`config.mk`:
```
export PLATFORM = sky130hd
export DESIGN_NAME = itim_ram
export DESIGN_NICKNAME = d
export VERILOG_FILES = /design/src/itim_ram.sv
export SDC_FILE = /design/constraint.sdc
export NUM_CORES = 2
export LEC_CHECK = 0
export BUFFER_PORTS_ARGS = -buffer_cell sky130_fd_sc_hd__buf_2
export CAP_MARGIN = 10
export CORE_MARGIN = 8
export CORE_UTILIZATION = 63
export DETAILED_ROUTE_END_ITERATION = 8
export GPL_ROUTABILITY_DRIVEN = 1
export PLACE_DENSITY = 0.81
export SLEW_MARGIN = 20
export SYNTH_ARGS = -nofsm -noshare
export SYNTH_HDL_FRONTEND = slang
export SYNTH_SLANG_ARGS = --single-unit
```
`constraint.sdc`:
```
create_clock -name clock -period 3.81 [get_ports clock]
set_input_delay 0 -clock clock [delete_from_list [all_inputs] [get_ports clock]]
set_output_delay 0 -clock clock [all_outputs]
set_load 0.02 [all_outputs]
```
`src/itim_ram.sv`:
```
`default_nettype none

module itim_ram #(
  parameter int depth = 64,
  parameter type payload_t = logic [31:0]
) (
  input logic clock,
  input logic wen,
  input logic [$clog2(depth)-1:0] waddr,
  input logic [$clog2(depth)-1:0] raddr,
  input payload_t wdata,
  output payload_t rdata
);

  payload_t mem [depth];
  logic [$clog2(depth)-1:0] raddr_q;

  // Rows start out cleared, so every entry is unlocked
  initial begin
    for (int i = 0; i < depth; i++) begin
      mem[i] = '0;
    end
  end

  always_ff @(posedge clock) begin
    if (wen) begin
      mem[waddr] <= wdata;
    end
    raddr_q <= raddr;
  end

  // Data follows the registered read row by one cycle
  assign rdata = mem[raddr_q];

endmodule

`default_nettype wire

```
# Yosys cells after proc, flatten, opt, wreduce, memory -nomap -nowiden
# Memories as Yosys holds them, arrays and structs flattened. A register that Yosys moved wholly into a read port is not among the register bits.
# Cells that the tools add are included.
# Widths: inputs -> output; s select.
# op_classes
muxes	2
# ops
cell	n
$mux 1	2
# word_totals
ff_bits	0
ram_bits	2048
input_bits	46
out_inout_bits	32
elab_cells	3
memories	1
# memory_table
name	words	word_bits	read_ports	rd_ports_with_merged_regs	wr	line	rtl
mem	64	32	1	1	1	15	payload_t mem [depth];

# Longest topological paths before layout
# logic_depth
depth_word	2
ltp_mapped	10
ltp_nobuf	5

# Worst setup path before layout
# OpenSTA, ideal clock, no wires.
# synth_path
kind	input-to-reg
from	input port waddr[3]
to	memory mem[48][0] (netlist bit), enable pin
t_arrival_ns	2.699
required_ns	3.349
path_slack_ns	0.650
cell_stages	4
n_path_buf	1
path_cell_list	clkbuf_1 > nor2b_1 > nand4b_1 > nor3_1
# synth_lines
item	line	rtl
from (decl)	9	input logic [$clog2(depth)-1:0] waddr,
to (decl)	15	
# No word-level cell before the write port.

==> summary.md <==
| Metric | Value |
|---|---|
| Status | complete, no violations |
| Worst setup EP type | output port |
| CTS H-tree depth | 4 |
| FF+latch area | 61,600 um^2 |
| Initial antenna violation count | 12 |
| Worst path slowest cell | mux4_2 |
| Total Wirelength | approximately 220,000 um |
| Leading area contributor after synthesis | edfxtp_1 |
| Min Tclk post-route | roughly 3.8 ns |
| Area of the multi-input gates | between 15,000 and 20,000 um^2 |
| Final Hold Vio Count | 0 |
| Post-synth EDFFs | about 2,000 |
| Cell Rows | 129 |
| Io pins | 78 |
| Synth unique cells | 34 |
| Wire length per cell | approximately 40 um |
| Max Slew Vio Count | 0 |
| Total gr overflow | 0 |
| Maximum vdd drop | slightly above 0.7 mV |
| Number of instances in the placed design | 4,988 |
| Max frequency | between 0.2 and 0.3 GHz |
| Static Leak | between 20 and 30 nW |
| Largest reg by FF count | mem |
| Avg Cell Area, Syn | between 20 and 25 um^2 |
| Worst Tran Pin Value | around 1.2 ns |
| Hold_ws | 0.123 ns |
| Layout Nets | 3,653 |
| Slew HR | 18.6% |
| Die height | about 370 um |
| Register area share after synthesis | about 80% |
| Area Overhead vs Synth | 13.4% |
| Synth async-reset ratio | 0% |
| Critical Path Source Type | flip-flop |
| GPL Wtd Cong | around 0.83 |
| Via density | roughly 7.4 |
| Final setup fails | 0 |
| Final ANT Viol Nets | 0 |
| Die ar. | approximately 140,000 um^2 |
| DRT Pass-1 Iters | 7 |
| Maximum fanout along the worst path | 21 |
| CTS clk-pin slew, worst paths | around 0.070 ns |
| Largest regs | mem: 2048 flops |
| Pwr Total | 46.1 mW |
| Total track usage | approximately a third |
| Max cap viols | 0 |
| Core area | between 100,000 and 150,000 um^2 |
| Predominant post-synthesis flop cell | edfxtp_1 |
| Layout Utilization | between 70% and 80% |
| Synth Cell Area | 78,000 um^2 |
| Critical path arrival | 3.78 ns |
| Most frequent CP cell | mux4_2 |
| Warnings from Yosys | 0 |
| Syn nets | between 3,000 and 4,000 |
| Synth cell count leaders | edfxtp_1 (2,048), mux4_2 (544), nor2_1 (137) |
| Drt drc | 0 |
| Vias | 39,800 |
| Top-count cell post-synth | edfxtp_1 |
| Synth Instances | approximately 3,300 |
| Iteration-0 DRC Markers | between 6,000 and 7,000 |
| Post-Route Setup TNS | 0 ns |
| Port Buffers | 77 |
| Share of cells above drive strength 1 | about 30% |
| Num CTS Buffers | roughly 190 |
| First-pass GRT wire length | 303,000 um |
| Post-DP HPWL | ~110,000 um |
| Number of synthesized register bits | between 2,000 and 2,500 |
| Die width | 368 um |
| Vias in the first global route | about 40,000 |
| Top-area cell type share of the netlist area | 78.9% |
| Largest net degree at the start of global routing | 76 |
| Max reg flops | between 2,000 and 2,500 |
| RSZ-0062 raised after global routing | no |
| Fin crit share | between 90 and 100% |
| Fill count | around 6,500 |
| Worst path cell trace | buf_4, mux4_2, mux4_2, o22ai_1, nor2_1, buf_2 |
| Clock sinks | 2,054 |
| Clock root cell | clkbuf_16 |
| Pwr Density | 521 nW/um^2 |
| CTS tree | done |
| Type of the worst min-delay path | input port to flip-flop |
| CP required | roughly 3.8 ns |
| Starting Density | 63.2% |
| Worst-case clock buffer depth | 3 |
| Layout Cells excl Fill | between 5,000 and 6,000 |
| Top cells by area, synth | edfxtp_1 (79%), mux4_2 (16%), mux2i_1 (1.2%) |
| Slowest stage delay, CP | around 0.57 ns |
| WS Path Type | flip-flop to output port |
worst max-delay path, delay by kind of cell (launching register included):
kind,cells,cell delay (ns)
AOI/OAI and AO/OA,1,0.43
buffers and inverters,2,0.65
DFF,1,0.51
muxes,2,1.12
and+or+nand+nor,1,0.21
per-layer routing:
| metal | track usage (%) | share of wire, % | vias to the layer above | wire [um] |
|---|---|---|---|---|
| met4 | 17.5 | 6.6 | 8 | 14300 |
| met5 | 0 | 0.024 | - | 53 |
| met1 | 40.6 | 31 | 20400 | 67800 |
| met2 | 50.9 | 49 | 3784 | 105000 |
| met3 | 7.29 | 13 | 797 | 29100 |
| li1 | - | - | 14800 | - |
cells by family after synthesis:
family | Yosys count | synth area share (%)
AND/OR/NAND/NOR | 223 | 1.27
multiplexers | 637 | 16.9
flip-flops | 2054 | 79.0
buffers and inverters | 182 | 1.14
AO/OA/AOI/OAI | 202 | 1.68
layout make-up:
type,count,area share [%]
Timing Repair Buffer,301,3.25
Clock buffer,238,5.58
Antenna cell,8,0.0226
Multi-Input combinational cell,1062,18.1
Tap cell,1637,2.31
Clock inverter,105,1.11
Sequential cell,2054,69.7
worst paths after layout:
check       from                    to  slack (ns)  depth (start not counted)
max    flip-flop              rdata[3]        0.03                          6
min     waddr[4]  mem[50][6]$_DFFE_PP_        0.12                          3
timing repair:
action,CTS,global route
endpoints found under the hold margin,2055,0
hold buffers,51,0
pin swaps,0,0
setup buffers,10,1
endpoints found under the setup margin,27,3
resized for setup,4,4
cloned,1,0
metrics by stage:
stage	setup slack [ns]	instance area [um^2]
final	0.0295	88500
after global routing	0.00972	88500
after CTS	0.00122	88300
after detailed placement	0.709	81700
after global placement	0.751	81700
after floorplan	0.650	78000
cells in the final DEF, fill, tap and decap left out, types with 3 or more instances in the layout:
| master | instances |
|---|---|
| a21oi_1 | 62 |
| a22oi_1 | 12 |
| a311oi_1 | 8 |
| a41o_1 | 4 |
| and3_1 | 4 |
| buf_12 | 41 |
| buf_16 | 5 |
| buf_2 | 64 |
| buf_4 | 137 |
| bufinv_16 | 15 |
| clkbuf_1 | 48 |
| clkbuf_16 | 190 |
| clkinv_1 | 46 |
| clkinv_2 | 26 |
| clkinv_8 | 4 |
| clkinvlp_4 | 3 |
| dfxtp_4 | 4 |
| diode_2 | 8 |
| dlygate4sd3_1 | 51 |
| edfxtp_1 | 2048 |
| inv_6 | 7 |
| mux2i_1 | 93 |
| mux4_2 | 544 |
| nand2_1 | 25 |
| nand2b_1 | 7 |
| nand3_1 | 5 |
| nand3b_1 | 5 |
| nor2_1 | 74 |
| nor2_4 | 62 |
| nor2b_1 | 15 |
| nor3_1 | 5 |
| o221ai_1 | 27 |
| o22ai_1 | 82 |
| o32ai_1 | 4 |
| or3_1 | 3 |
| or3b_2 | 3 |
where the power goes:
group	switching (mW)	internal [mW]
Combinational	1.54	0.936
Clock	8.30	10.2
Sequential	0.0743	25.0
Note: power is estimated with default switching activity, not from simulation.
