File: src/itim_pkg.sv
`default_nettype none

package itim_pkg;

  // Instruction word and address
  localparam int word_bits = 32;
  localparam int addr_bits = 32;

  // Two words go back to the core per fetch
  localparam int fetch_bits = 2 * word_bits;

  // Byte offset inside one word
  localparam int offset_bits = $clog2(word_bits / 8);

  // Step from the first word of a pair to the second
  localparam logic [addr_bits-1:0] word_bytes = addr_bits'(word_bits / 8);

  // Payload of one data bank row
  typedef logic [word_bits-1:0] word_t;

  // Controller states
  //   hit   waits for a request, answers hits directly
  //   miss  fetches two words and writes them into the banks
  //   load  fetches two words and only passes them on
  //   fence clears one row of every bank per cycle
  typedef enum logic [1:0] {
    state_hit = 2'd0,
    state_miss = 2'd1,
    state_load = 2'd2,
    state_fence = 2'd3
  } itim_state_t;

endpackage

`default_nettype wire

File: src/itim_ctrl.sv
`default_nettype none

module itim_ctrl #(
  parameter int itim_depth = 64,
  parameter int itim_banks = 4,
  parameter logic [itim_pkg::addr_bits-1:0] itim_base = 32'h0000_1000,
  parameter logic [itim_pkg::addr_bits-1:0] itim_top = 32'h0000_2000,
  parameter type tag_t = logic [itim_pkg::addr_bits - itim_pkg::offset_bits
    - $clog2(itim_banks) - $clog2(itim_depth):0]
) (
  input logic clock,
  input logic reset,
  input logic fetch_valid,
  input logic fetch_fence,
  input logic [itim_pkg::addr_bits-1:0] fetch_addr,
  output logic [itim_pkg::fetch_bits-1:0] fetch_rdata,
  output logic fetch_ready,
  input logic [itim_pkg::word_bits-1:0] imem_rdata,
  input logic imem_ready,
  output logic imem_valid,
  output logic [itim_pkg::addr_bits-1:0] imem_addr,
  output logic tag_wen [itim_banks],
  output logic [$clog2(itim_depth)-1:0] tag_waddr [itim_banks],
  output tag_t tag_wdata [itim_banks],
  output logic [$clog2(itim_depth)-1:0] tag_raddr [itim_banks],
  input tag_t tag_rdata [itim_banks],
  output logic data_wen [itim_banks],
  output logic [$clog2(itim_depth)-1:0] data_waddr [itim_banks],
  output logic [itim_pkg::word_bits-1:0] data_wdata [itim_banks],
  output logic [$clog2(itim_depth)-1:0] data_raddr [itim_banks],
  input logic [itim_pkg::word_bits-1:0] data_rdata [itim_banks]
);

  import itim_pkg::*;

  localparam int bank_bits = $clog2(itim_banks);
  localparam int row_bits = $clog2(itim_depth);
  localparam int tag_bits = addr_bits - offset_bits - bank_bits - row_bits;
  localparam logic [row_bits-1:0] last_row = row_bits'(itim_depth - 1);

  function automatic logic [bank_bits-1:0] bank_of(input logic [addr_bits-1:0] addr);
    return addr[offset_bits +: bank_bits];
  endfunction

  function automatic logic [row_bits-1:0] row_of(input logic [addr_bits-1:0] addr);
    return addr[offset_bits + bank_bits +: row_bits];
  endfunction

  function automatic logic [tag_bits-1:0] tag_of(input logic [addr_bits-1:0] addr);
    return addr[addr_bits-1 -: tag_bits];
  endfunction

  logic [addr_bits-1:0] fetch_next;
  logic front_valid;
  logic front_fence;
  logic [addr_bits-1:0] front_addr0;
  logic [addr_bits-1:0] front_addr1;

  logic [tag_bits:0] entry0;
  logic [tag_bits:0] entry1;
  logic [word_bits-1:0] word0;
  logic [word_bits-1:0] word1;
  logic in_window;
  logic present;

  itim_state_t state;
  itim_state_t state_d;
  logic second;
  logic second_d;
  logic valid_d;
  logic [addr_bits-1:0] addr_d;
  logic [word_bits-1:0] rdata_lo;
  logic [word_bits-1:0] lo_d;
  logic [row_bits-1:0] fence_row;
  logic [row_bits-1:0] fence_row_d;
  logic start_mem;
  logic fill;
  logic sweep;
  logic [bank_bits-1:0] fill_bank;

  // Read rows follow the incoming address directly
  assign fetch_next = fetch_addr + word_bytes;

  always_comb begin
    for (int i = 0; i < itim_banks; i++) begin
      tag_raddr[i] = '0;
      data_raddr[i] = '0;
    end
    tag_raddr[bank_of(fetch_addr)] = row_of(fetch_addr);
    data_raddr[bank_of(fetch_addr)] = row_of(fetch_addr);
    // Second word always sits in the next bank
    tag_raddr[bank_of(fetch_next)] = row_of(fetch_next);
    data_raddr[bank_of(fetch_next)] = row_of(fetch_next);
  end

  always_ff @(posedge clock) begin
    if (!reset) begin
      front_valid <= 1'b0;
      front_fence <= 1'b0;
    end else begin
      front_valid <= fetch_valid;
      front_fence <= fetch_valid & fetch_fence;
    end
  end

  always_ff @(posedge clock) begin
    if (fetch_valid) begin
      front_addr0 <= fetch_addr;
      front_addr1 <= fetch_next;
    end
  end

  // Bank outputs line up with the registered request
  assign entry0 = tag_rdata[bank_of(front_addr0)];
  assign entry1 = tag_rdata[bank_of(front_addr1)];
  assign word0 = data_rdata[bank_of(front_addr0)];
  assign word1 = data_rdata[bank_of(front_addr1)];

  assign in_window = front_addr0 >= itim_base && front_addr0 < itim_top &&
                     front_addr1 >= itim_base && front_addr1 < itim_top;

  // Both words locked and tagged with this address
  assign present = entry0[tag_bits] && entry1[tag_bits] &&
                   entry0[tag_bits-1:0] == tag_of(front_addr0) &&
                   entry1[tag_bits-1:0] == tag_of(front_addr1);

  always_comb begin
    state_d = state;
    second_d = second;
    valid_d = imem_valid;
    addr_d = imem_addr;
    lo_d = rdata_lo;
    fence_row_d = fence_row;
    start_mem = 1'b0;
    fill = 1'b0;
    sweep = 1'b0;
    fetch_ready = 1'b0;
    fetch_rdata = '0;
    case (state)
      state_hit: begin
        if (front_valid) begin
          if (front_fence) begin
            state_d = state_fence;
            fence_row_d = '0;
          end else if (!in_window) begin
            state_d = state_load;
            start_mem = 1'b1;
          end else if (!present) begin
            // Unlocked rows and foreign tags both refill the pair
            state_d = state_miss;
            start_mem = 1'b1;
          end else begin
            fetch_ready = 1'b1;
            fetch_rdata = {word1, word0};
          end
        end
      end
      state_miss, state_load: begin
        fill = state == state_miss && imem_ready;
        if (imem_ready) begin
          if (second) begin
            state_d = state_hit;
            second_d = 1'b0;
            valid_d = 1'b0;
            fetch_ready = 1'b1;
            fetch_rdata = {imem_rdata, rdata_lo};
          end else begin
            second_d = 1'b1;
            addr_d = front_addr1;
            lo_d = imem_rdata;
          end
        end
      end
      state_fence: begin
        sweep = 1'b1;
        if (fence_row == last_row) begin
          state_d = state_hit;
          fetch_ready = 1'b1;
        end else begin
          fence_row_d = fence_row + 1'b1;
        end
      end
      default: begin
        state_d = state_hit;
      end
    endcase
    if (start_mem) begin
      valid_d = 1'b1;
      addr_d = front_addr0;
      second_d = 1'b0;
    end
  end

  // Current memory word decides where a fill lands
  assign fill_bank = bank_of(imem_addr);

  always_comb begin
    for (int i = 0; i < itim_banks; i++) begin
      tag_wen[i] = sweep;
      tag_waddr[i] = fence_row;
      tag_wdata[i] = '0;
      data_wen[i] = sweep;
      data_waddr[i] = fence_row;
      data_wdata[i] = '0;
    end
    if (fill) begin
      tag_wen[fill_bank] = 1'b1;
      tag_waddr[fill_bank] = row_of(imem_addr);
      tag_wdata[fill_bank] = {1'b1, tag_of(imem_addr)};
      data_wen[fill_bank] = 1'b1;
      data_waddr[fill_bank] = row_of(imem_addr);
      data_wdata[fill_bank] = imem_rdata;
    end
  end

  always_ff @(posedge clock) begin
    if (!reset) begin
      state <= state_hit;
      second <= 1'b0;
      imem_valid <= 1'b0;
      fence_row <= '0;
    end else begin
      state <= state_d;
      second <= second_d;
      imem_valid <= valid_d;
      fence_row <= fence_row_d;
    end
  end

  always_ff @(posedge clock) begin
    imem_addr <= addr_d;
    rdata_lo <= lo_d;
  end

endmodule

`default_nettype wire

File: config.mk
export PLATFORM = sky130hd
export DESIGN_NAME = itim_ctrl
export DESIGN_NICKNAME = d
export VERILOG_FILES = /design/src/itim_pkg.sv /design/src/itim_ctrl.sv
export SDC_FILE = /design/constraint.sdc
export NUM_CORES = 1
export LEC_CHECK = 0
export ABC_CLOCK_PERIOD_IN_PS = 10850
export BUFFER_PORTS_ARGS = -buffer_cell sky130_fd_sc_hd__buf_2
export CAP_MARGIN = 30
export CORE_AREA = 2 2 276 278
export DETAILED_ROUTE_END_ITERATION = 10
export DIE_AREA = 0 0 278 280
export SLEW_MARGIN = 20
export SYNTH_ARGS = -nofsm -noshare
export SYNTH_HDL_FRONTEND = slang
export SYNTH_SLANG_ARGS = --single-unit
File: constraint.sdc
create_clock -name clock -period 10.85 [get_ports clock]
set_clock_uncertainty 0.1 [all_clocks]
set_input_delay 2.17 -clock clock [delete_from_list [all_inputs] [get_ports clock]]
set_output_delay 2.17 -clock clock [all_outputs]
set_load 0.01 [all_outputs]
# Word level (Yosys, flattened, before mapping)
# Index checks and enable logic that the tools add are counted.
# totals
register_bits	140
in_bits	289
output_inout_bits	422
elab_cells	146
# op_classes
addsub	2
n_lt_le_gt_ge	12
eq_ne	14
mux	73
bitwise	12
n_reduce_logical	23
# op_table
op	count
2-to-1 mux 64 bit	6
2-to-1 mux 32 bit	9
AND 128 bit	1
binary-select mux 32 bit (select 2 bit)	2
2-to-1 mux 128 bit	1
case mux 64 bit (2 select lines)	1
2-to-1 mux 23 bit	5
AND 92 bit	1
binary-select mux 23 bit (select 2 bit)	2
2-to-1 mux 92 bit	1
demux 32 bit (select 2 bit)	1
>= comparator 32 x 13 -> 1 bit (second input constant)	2
less-than comparator 32 x 14 -> 1 bit (second input constant)	2
bitwise mux 24 bit	2
demux 23 bit (select 2 bit)	1
== test 22 bit	2
demux 6 bit (select 2 bit)	3
2-to-1 mux 6 bit	6
adder 32 x 3 -> 32 bit (second input constant)	1
AND 24 bit	1
2-to-1 mux 24 bit	1
2-to-1 mux 1 bit	20
>= comparator 3 bit (second input constant)	5
NOT 2 -> 3 bit	5
other kinds (25)	55

# Longest topological paths before layout
# Gate-level depths: netlist (run 1).
# depth
depth_word	14
depth_mapped	12
ltp_nobuf	8

# Least setup slack after synthesis (run 1)
# No wires, ideal clock.
# synth_path
path_type	input-to-output
startpoint	input port tag_rdata[14] (netlist bit)
endpoint	output port fetch_rdata[41] (netlist bit)
arrival_time_ns	4.377
required_time_ns	8.580
slack_ns	4.203
path_stages	7
path_buffers	1
path_cell_list	mux4_2 -> xor2_1 -> or4_1 -> nor4_4 -> nand4_2 -> clkbuf_1 -> o21ai_1
# synth_between
elab_chain_len	11
word_cells_on_any_way	15
cone_classes	eq/ne (2); mux (11); reduce/logical (2)
# synth_lines
element	line	text
from (decl)	itim_ctrl.sv:26	input tag_t tag_rdata [itim_banks],
binary-select mux 23 bit (select 2 bit)	itim_ctrl.sv:114	assign entry0 = tag_rdata[bank_of(front_addr0)];
2-to-1 mux 23 bit (not written as such) (2 in series)	itim_ctrl.sv:114	
== test 22 bit	itim_ctrl.sv:124	entry0[tag_bits-1:0] == tag_of(front_addr0) &&
logical AND 1 bit	itim_ctrl.sv:123	assign present = entry0[tag_bits] && entry1[tag_bits] &&
logical AND 1 bit *	itim_ctrl.sv:124	
2-to-1 mux 64 bit *	itim_ctrl.sv:148	end else if (!present) begin
2-to-1 mux 64 bit *	itim_ctrl.sv:145	end else if (!in_window) begin
2-to-1 mux 64 bit *	itim_ctrl.sv:142	if (front_fence) begin
2-to-1 mux 64 bit *	itim_ctrl.sv:141	if (front_valid) begin
case mux 64 bit (2 select lines) *	itim_ctrl.sv:139	case (state)
to (decl)	itim_ctrl.sv:16	output logic [itim_pkg::fetch_bits-1:0] fetch_rdata,
# Mark *: on every way between the ends. The rest lies on a longest branch, timed or not. The select of a mux whose other input is x is not followed.

# Worst setup path after layout (run 1)
# layout_path
startpoint	input port tag_rdata[14] (netlist bit)
endpoint	output port fetch_rdata[39] (netlist bit)
# Same word-level chain as after synthesis.

==> impl_metrics.ini, run 1 <==
[run_status]
outcome = complete, no violations

[synthesis]
ys.flop_type = edfxtp_1
async_flop_share = 0
synth_enable_flop_cells = 126
ys_types = 66
yosysWarnings = 0
synthXorXnorAreaFrac = 0.0389
netlist_area_um2 = 12800
muxShareOfSynthArea = 0.262
yosys.area_share.simple = 0.219
ys_seq_area_frac = 0.314
synthCells = 1285
synthAdderAreaFrac = 0.0127
synth_top_family_by_area = multiplexers
synth_compound_area_frac = 0.0680
syn-num-nets = 1587
synth-seq-cells = 138
syn_avg_cell_area_um2 = 9.98

[setup_path]
cp_max_fo = 64
critPathCaptureType = primary output
worstSetupPathType = in -> out
cp.arrival_ns = 5.08
cp-start-kind = input pin
required_ns = 8.58

[floorplan]
initial_core_util = 0.171
die-height_um = 280
coreArea_um2 = 75200
fp.dieArea_um2 = 77800
die_w_um = 278
rows = 101
io_pins = 711

[route]
drtAntennaViolNets = 0
totalWireLength_mm = 67.2
drt_iter0_drc = 1031
viasPerCell = 4.38
dr.pass1.iters = 7
dr_total_vias = 12700
detail_route.wl_per_cell_um = 23.2
drc = 0

[finish]
area_growth_pct = 37.1
fin_cells = 2895
fill_cells = 8252
drive_above_1_share = 0.491
finalNetCount = 2195

[clocking]
cts_sinks = 138
cts_buffers = 17
clockRootBuffer = clkbuf_16
cts_tree = built
cts_setup_buffers = 0
ctsHoldBuffers = 0
clockBufferDepth = 2
clock_latency_ns = 0.48
h-tree-depth = 4
clkTransAtPathRegs_ns = 0.07
cts_resized = 0

[grt]
grtUsageTotal = 0.164
grt_pass1_wl_mm = 89.5
grt_antenna_before_repair = 14
grt_start_max_net_pins = 65
grt_overflow = 0
grt_pass1_vias = 11800

[sta]
final_hold_viol_count = 0
fin_crit_sh = 0.677
rsz0062_at_grt = no
worst_slack_ns = 3.50
slew_headroom = 0.249
setup_viol = 0
min_period_ns = 7.35
max_slew.worst_pin.slew_ns = 1.10
fmax_ghz = 0.136
finalSetupTns_ns = 0
drv_slew = 0

[placed_design]
pre_cts_ws_ns = 3.55
portBuffers = 710
place_congestion = 0.899
dp_hpwl_mm = 55.2
place_inst = 2852

[pwr]
peakVddDrop_mv = 0.0784
p_per_area_nw_per_um2 = 111
leakage_nw = 8.26

[hold_path]
hold_path_class = reg -> reg

[job]
cap_violations = 0
[final cells by class]
type	count	area [µm²]	share of cell area
Tap cell	978	1220	0.0696
Timing Repair Buffer	727	3680	0.209
Sequential cell	138	4020	0.229
Multi-Input combinational cell	929	7760	0.441
Clock inverter	14	131	0.00747
Clock buffer	18	439	0.0250
Antenna cell	11	27.5	0.00157
Inverter	80	300	0.0171
[path summary, 6_finish.rpt]
check / start / end / slack (ns) / cells after the start
worst max-delay path: tag_rdata[14] / fetch_rdata[39] / 3.50 / 10
worst min-delay path: front_addr0[1] / imem_addr[1] / 0.32 / 0
worst max register to register: front_addr1[2] / imem_addr[31] / 6.10 / 9
worst min register to register: front_addr0[1] / imem_addr[1] / 0.32 / 0
[cell families after synthesis]
logic type      Yosys count
simple gates            513
buf+inv                 218
mux                     199
compound gates          147
flops                   138
xor+xnor                 57
fa+ha+maj                13
[power breakdown]
| group | switching, mW | internal, mW |
|---|---|---|
| sequential | 0.0772 | 0.674 |
| combinational | 0.361 | 0.253 |
| clock | 0.285 | 0.307 |
[Yosys cell counts, types with 3 or more instances]
cell         n  share of area
o22ai_1      6         0.0029
nand4_1     19         0.0093
mux2_4      27          0.032
mux2_2      38          0.033
nor2_1      30         0.0088
buf_6        6         0.0053
xor2_1      22          0.015
and2_1     221           0.11
buf_2       11         0.0043
a22oi_1      4         0.0023
nor2b_1     18         0.0088
buf_4       60          0.035
mux2i_1     39          0.030
nor4b_1      3         0.0020
clkbuf_1    52          0.015
xnor2_1     35          0.024
dfxtp_1     12          0.019
or2_2        5         0.0024
mux4_2      95           0.17
a2111oi_0    5         0.0034
inv_1       79          0.023
buf_1        9         0.0026
o21ai_0     26          0.010
nand2_1    137          0.040
nand2b_1     8         0.0039
nor3_1      11         0.0043
and3_1       6         0.0029
nor4_1      18         0.0088
o21ai_1     60          0.023
nand3_1     21         0.0082
edfxtp_1   126           0.29
ha_1        13          0.013
a21oi_1     18         0.0070
[worst max-delay path, cell delays in order]
cell	delay, ns
buf_2	0.10
mux4_2	0.55
xnor2_1	0.17
o311ai_0	0.12
or4_1	0.49
nor4_4	0.48
nand4_4	0.13
buf_4	0.35
o21ai_0	0.29
buf_2	0.17
[flip-flops by register name, indices dropped and copies added, names as in the netlist]
name,cells
fence_row,6
front_addr0,32
front_addr1,30
front_fence,1
front_valid,1
imem_addr,32
imem_valid,1
rdata_lo,32
second,1
state,2
[routing by layer]
metal | wire length (µm) | global-route usage | part of all wire
met2 | 34800 | 0.296 | 0.52
met1 | 25700 | 0.189 | 0.38
met4 | 2070 | 0.0631 | 0.031
met3 | 4630 | 0.0357 | 0.069
met5 | 61 | 0 | 0.00091
[per-stage QoR]
stage | utilization | cell area (µm²) | hold WS [ns] | power [mW]
final | 0.234 | 17600 | 0.323 | 1.96
after global placement | 0.226 | 17000 | 0.306 | 1.38
after global routing | 0.234 | 17600 | 0.331 | 2.05
after detailed placement | 0.226 | 17000 | 0.305 | 1.39
after CTS | 0.234 | 17600 | 0.323 | 1.99
after floorplan | - | 12800 | 0.368 | 1.07
[placed cells by master, fill, tap and decap left out, types with 3 or more instances in the layout]
master / instances
dfxtp_1: 12
nand2_1: 137
buf_2: 710
nor4_1: 18
nor2b_1: 18
inv_6: 5
mux2i_1: 39
xor2_1: 22
clkinvlp_4: 3
and3_1: 6
nor2_4: 4
nand3_1: 21
inv_1: 79
and2_1: 221
buf_4: 17
a2111oi_0: 5
mux4_2: 95
nor4b_1: 3
edfxtp_1: 126
ha_1: 13
or2_2: 6
a22oi_1: 4
xnor2_1: 35
nor3_1: 9
nand2b_1: 8
nand4_1: 19
clkinv_4: 3
diode_2: 11
o22ai_1: 6
a21oi_1: 18
clkbuf_16: 17
o21ai_0: 26
mux2_2: 38
o21ai_1: 60
nor2_1: 26
mux2_4: 27
No activity file was read; power rests on OpenSTA's default activity.
==> inputs of run 2 (changes only) <==
--- a/config.mk
+++ b/config.mk
@@ -5,7 +5,7 @@
 export SDC_FILE = /design/constraint.sdc
 export NUM_CORES = 1
 export LEC_CHECK = 0
-export ABC_CLOCK_PERIOD_IN_PS = 10850
+export ABC_CLOCK_PERIOD_IN_PS = 6100
 export BUFFER_PORTS_ARGS = -buffer_cell sky130_fd_sc_hd__buf_2
 export CAP_MARGIN = 30
 export CORE_AREA = 2 2 276 278
==> constraint.sdc (replaced) <==
create_clock -name clock -period 6.1 [get_ports clock]
set_clock_uncertainty 0.1 [all_clocks]
set_input_delay 1.22 -clock clock [delete_from_list [all_inputs] [get_ports clock]]
set_output_delay 1.22 -clock clock [all_outputs]
set_load 0.01 [all_outputs]
==> run 2 against run 1 <==
Cell area rose by 0.71%. Flip-flop and latch count did not move. Core utilization rose by 0.17 points. Worst hold slack improved by 0.0080 ns. Sequential share of layout area fell by 0.16 points. Routed wire length rose by 1.5%. Clock power rose by 79%. Worst setup slack got worse by 3.1 ns.
==> impl_metrics.ini, run 2 (synthesized netlist as in run 1, its figures left out) <==
[pwr]
p_comb_frac = 0.314
power_frac_seq = 0.383
p_per_area_nw_per_um2 = 198
total_power_mw = 3.51
clockPowerShare = 0.303
peakVddDrop_mv = 0.142
switching_share = 0.366
intPower_mw = 2.23
power_switching_mw = 1.29
leakage_nw = 8.34

[finish]
drive_above_1_share = 0.493
regArea_um2 = 4020
postLayoutCellArea_um2 = 17700
area_growth_pct = 38.1
finalNetCount = 2207
multiInputGateArea_um2 = 7760
fill_cells = 8146
layout_common_cells = buf_2 (710), and2_1 (221), nand2_1 (137), edfxtp_1 (126), mux4_2 (95)
final_common_cell = buf_2
top_regs = front_addr0 (32), imem_addr (32), rdata_lo (32)

[setup_path]
cp-start-kind = flop
cp.arrival_ns = 4.38
worstReg2RegStart = front_addr1[3]
slowest_delay_ns = 0.96
worst-path-buf-inv = 3
worstSetupPathType = reg -> out
crit_end = fetch_rdata[39]
crit_family = compound AO/OA/AOI/OAI gates
cp-startpoint = front_addr1[3]
r2r_end = imem_addr[18]
cp_max_fo = 64
rrSetupSlack_ns = 1.93
critPathCaptureType = primary output
required_ns = 4.78
cp_slowest_cell = edfxtp_1
path_depth = 10
r2r_cells = 8
crit_chain = buf_4, mux2_2, a32oi_1, o21ai_0, a2111o_1, nor4_4, nand4_4, buf_4, o21ai_0, buf_2

[sta]
drv_slew = 0
timing.hold.ws_ns = 0.331
finalSetupTns_ns = 0
setup_viol = 0
final_hold_viol_count = 0
rsz0062_at_grt = no
fin_crit_sh = 0.935
worst_slack_ns = 0.399
min_period_ns = 5.70
max_slew.worst_pin.slew_ns = 1.00
fmax_ghz = 0.175
slew_headroom = 0.316

[run_status]
outcome = complete, no violations

[grt]
grt_antenna_before_repair = 14
grtUsageTotal = 0.165
grt_start_max_net_pins = 65
grt_overflow = 0
grt_pass1_wl_mm = 90.1
grt_pass1_vias = 11600

[floorplan]
io_pins = 711
die_w_um = 278
coreArea_um2 = 75200
initial_core_util = 0.171
fp.dieArea_um2 = 77800
rows = 101
die-height_um = 280

[clocking]
h-tree-depth = 4
clkTransAtPathRegs_ns = 0.07
clockRootBuffer = clkbuf_16
cts_buffers = 17
clock_latency_ns = 0.47
cts_tree = built
cts_resized = 0
cts_sinks = 138
ctsHoldBuffers = 0
clockBufferDepth = 2
cts_setup_buffers = 0

[route]
viasPerCell = 4.45
detail_route.wl_per_cell_um = 23.5
totalWireLength_mm = 68.3
dr_total_vias = 12900
drt_iter0_drc = 1032
drtAntennaViolNets = 0
drc = 0
dr.pass1.iters = 6

[placed_design]
dp_hpwl_mm = 56.6
dpl-instance-area_um2 = 17100
portBuffers = 710
place_congestion = 0.937
pre_cts_ws_ns = 0.678

[hold_path]
hold_path_class = reg -> reg

[job]
cap_violations = 0
-- run 2: worst min path at each step --
| stage | startpoint | end | slack, ns | depth (start not counted) |
|---|---|---|---|---|
| after detailed placement | front_addr0[0] | imem_addr[0] | 0.32 | 0 |
| after global placement | front_addr0[1] | imem_addr[1] | 0.30 | 0 |
| after floorplan | state[1] | state[1] | 0.37 | 2 |
| after global routing | front_addr0[1] | imem_addr[1] | 0.34 | 0 |
| final | front_addr0[0] | imem_addr[0] | 0.33 | 0 |
| after CTS | front_addr0[0] | imem_addr[0] | 0.33 | 0 |
-- run 2: area by class of cell --
cell class / count / share of cell area
multi-input cells: 929 / 0.438
clock inverters: 15 / 0.00777
inverters: 80 / 0.0170
clock buffers: 17 / 0.0240
repair buffers: 739 / 0.216
flip-flops and latches: 138 / 0.227
diodes: 3 / 0.000424
well taps: 978 / 0.0691
-- run 2: power groups by stage --
stage	Combinational, mW	Sequential [mW]	Clock [mW]
after floorplan	0.603	1.31	0
after global placement	1.11	1.36	0
after detailed placement	1.12	1.37	0
after CTS	1.12	1.35	1.11
after global routing	1.18	1.36	1.13
final	1.10	1.34	1.06
-- run 2: metal layers --
layer	global-route usage	wire length [µm]	part of all wire	up-vias
met5	0	79	0.0012	-
met4	0.0527	2080	0.031	14
met3	0.0415	4930	0.072	117
met2	0.303	35500	0.52	734
met1	0.188	25600	0.38	6253
li1	-	-	-	5794
-- run 2: metrics by stage --
stage | util | std cells
2_1_floorplan | - | 1285
3_3_place_gp | 0.228 | 2863
3_5_place_dp | 0.228 | 2864
4_1_cts | 0.235 | 2896
5_1_grt | 0.236 | 2899
6_report | 0.236 | 2899
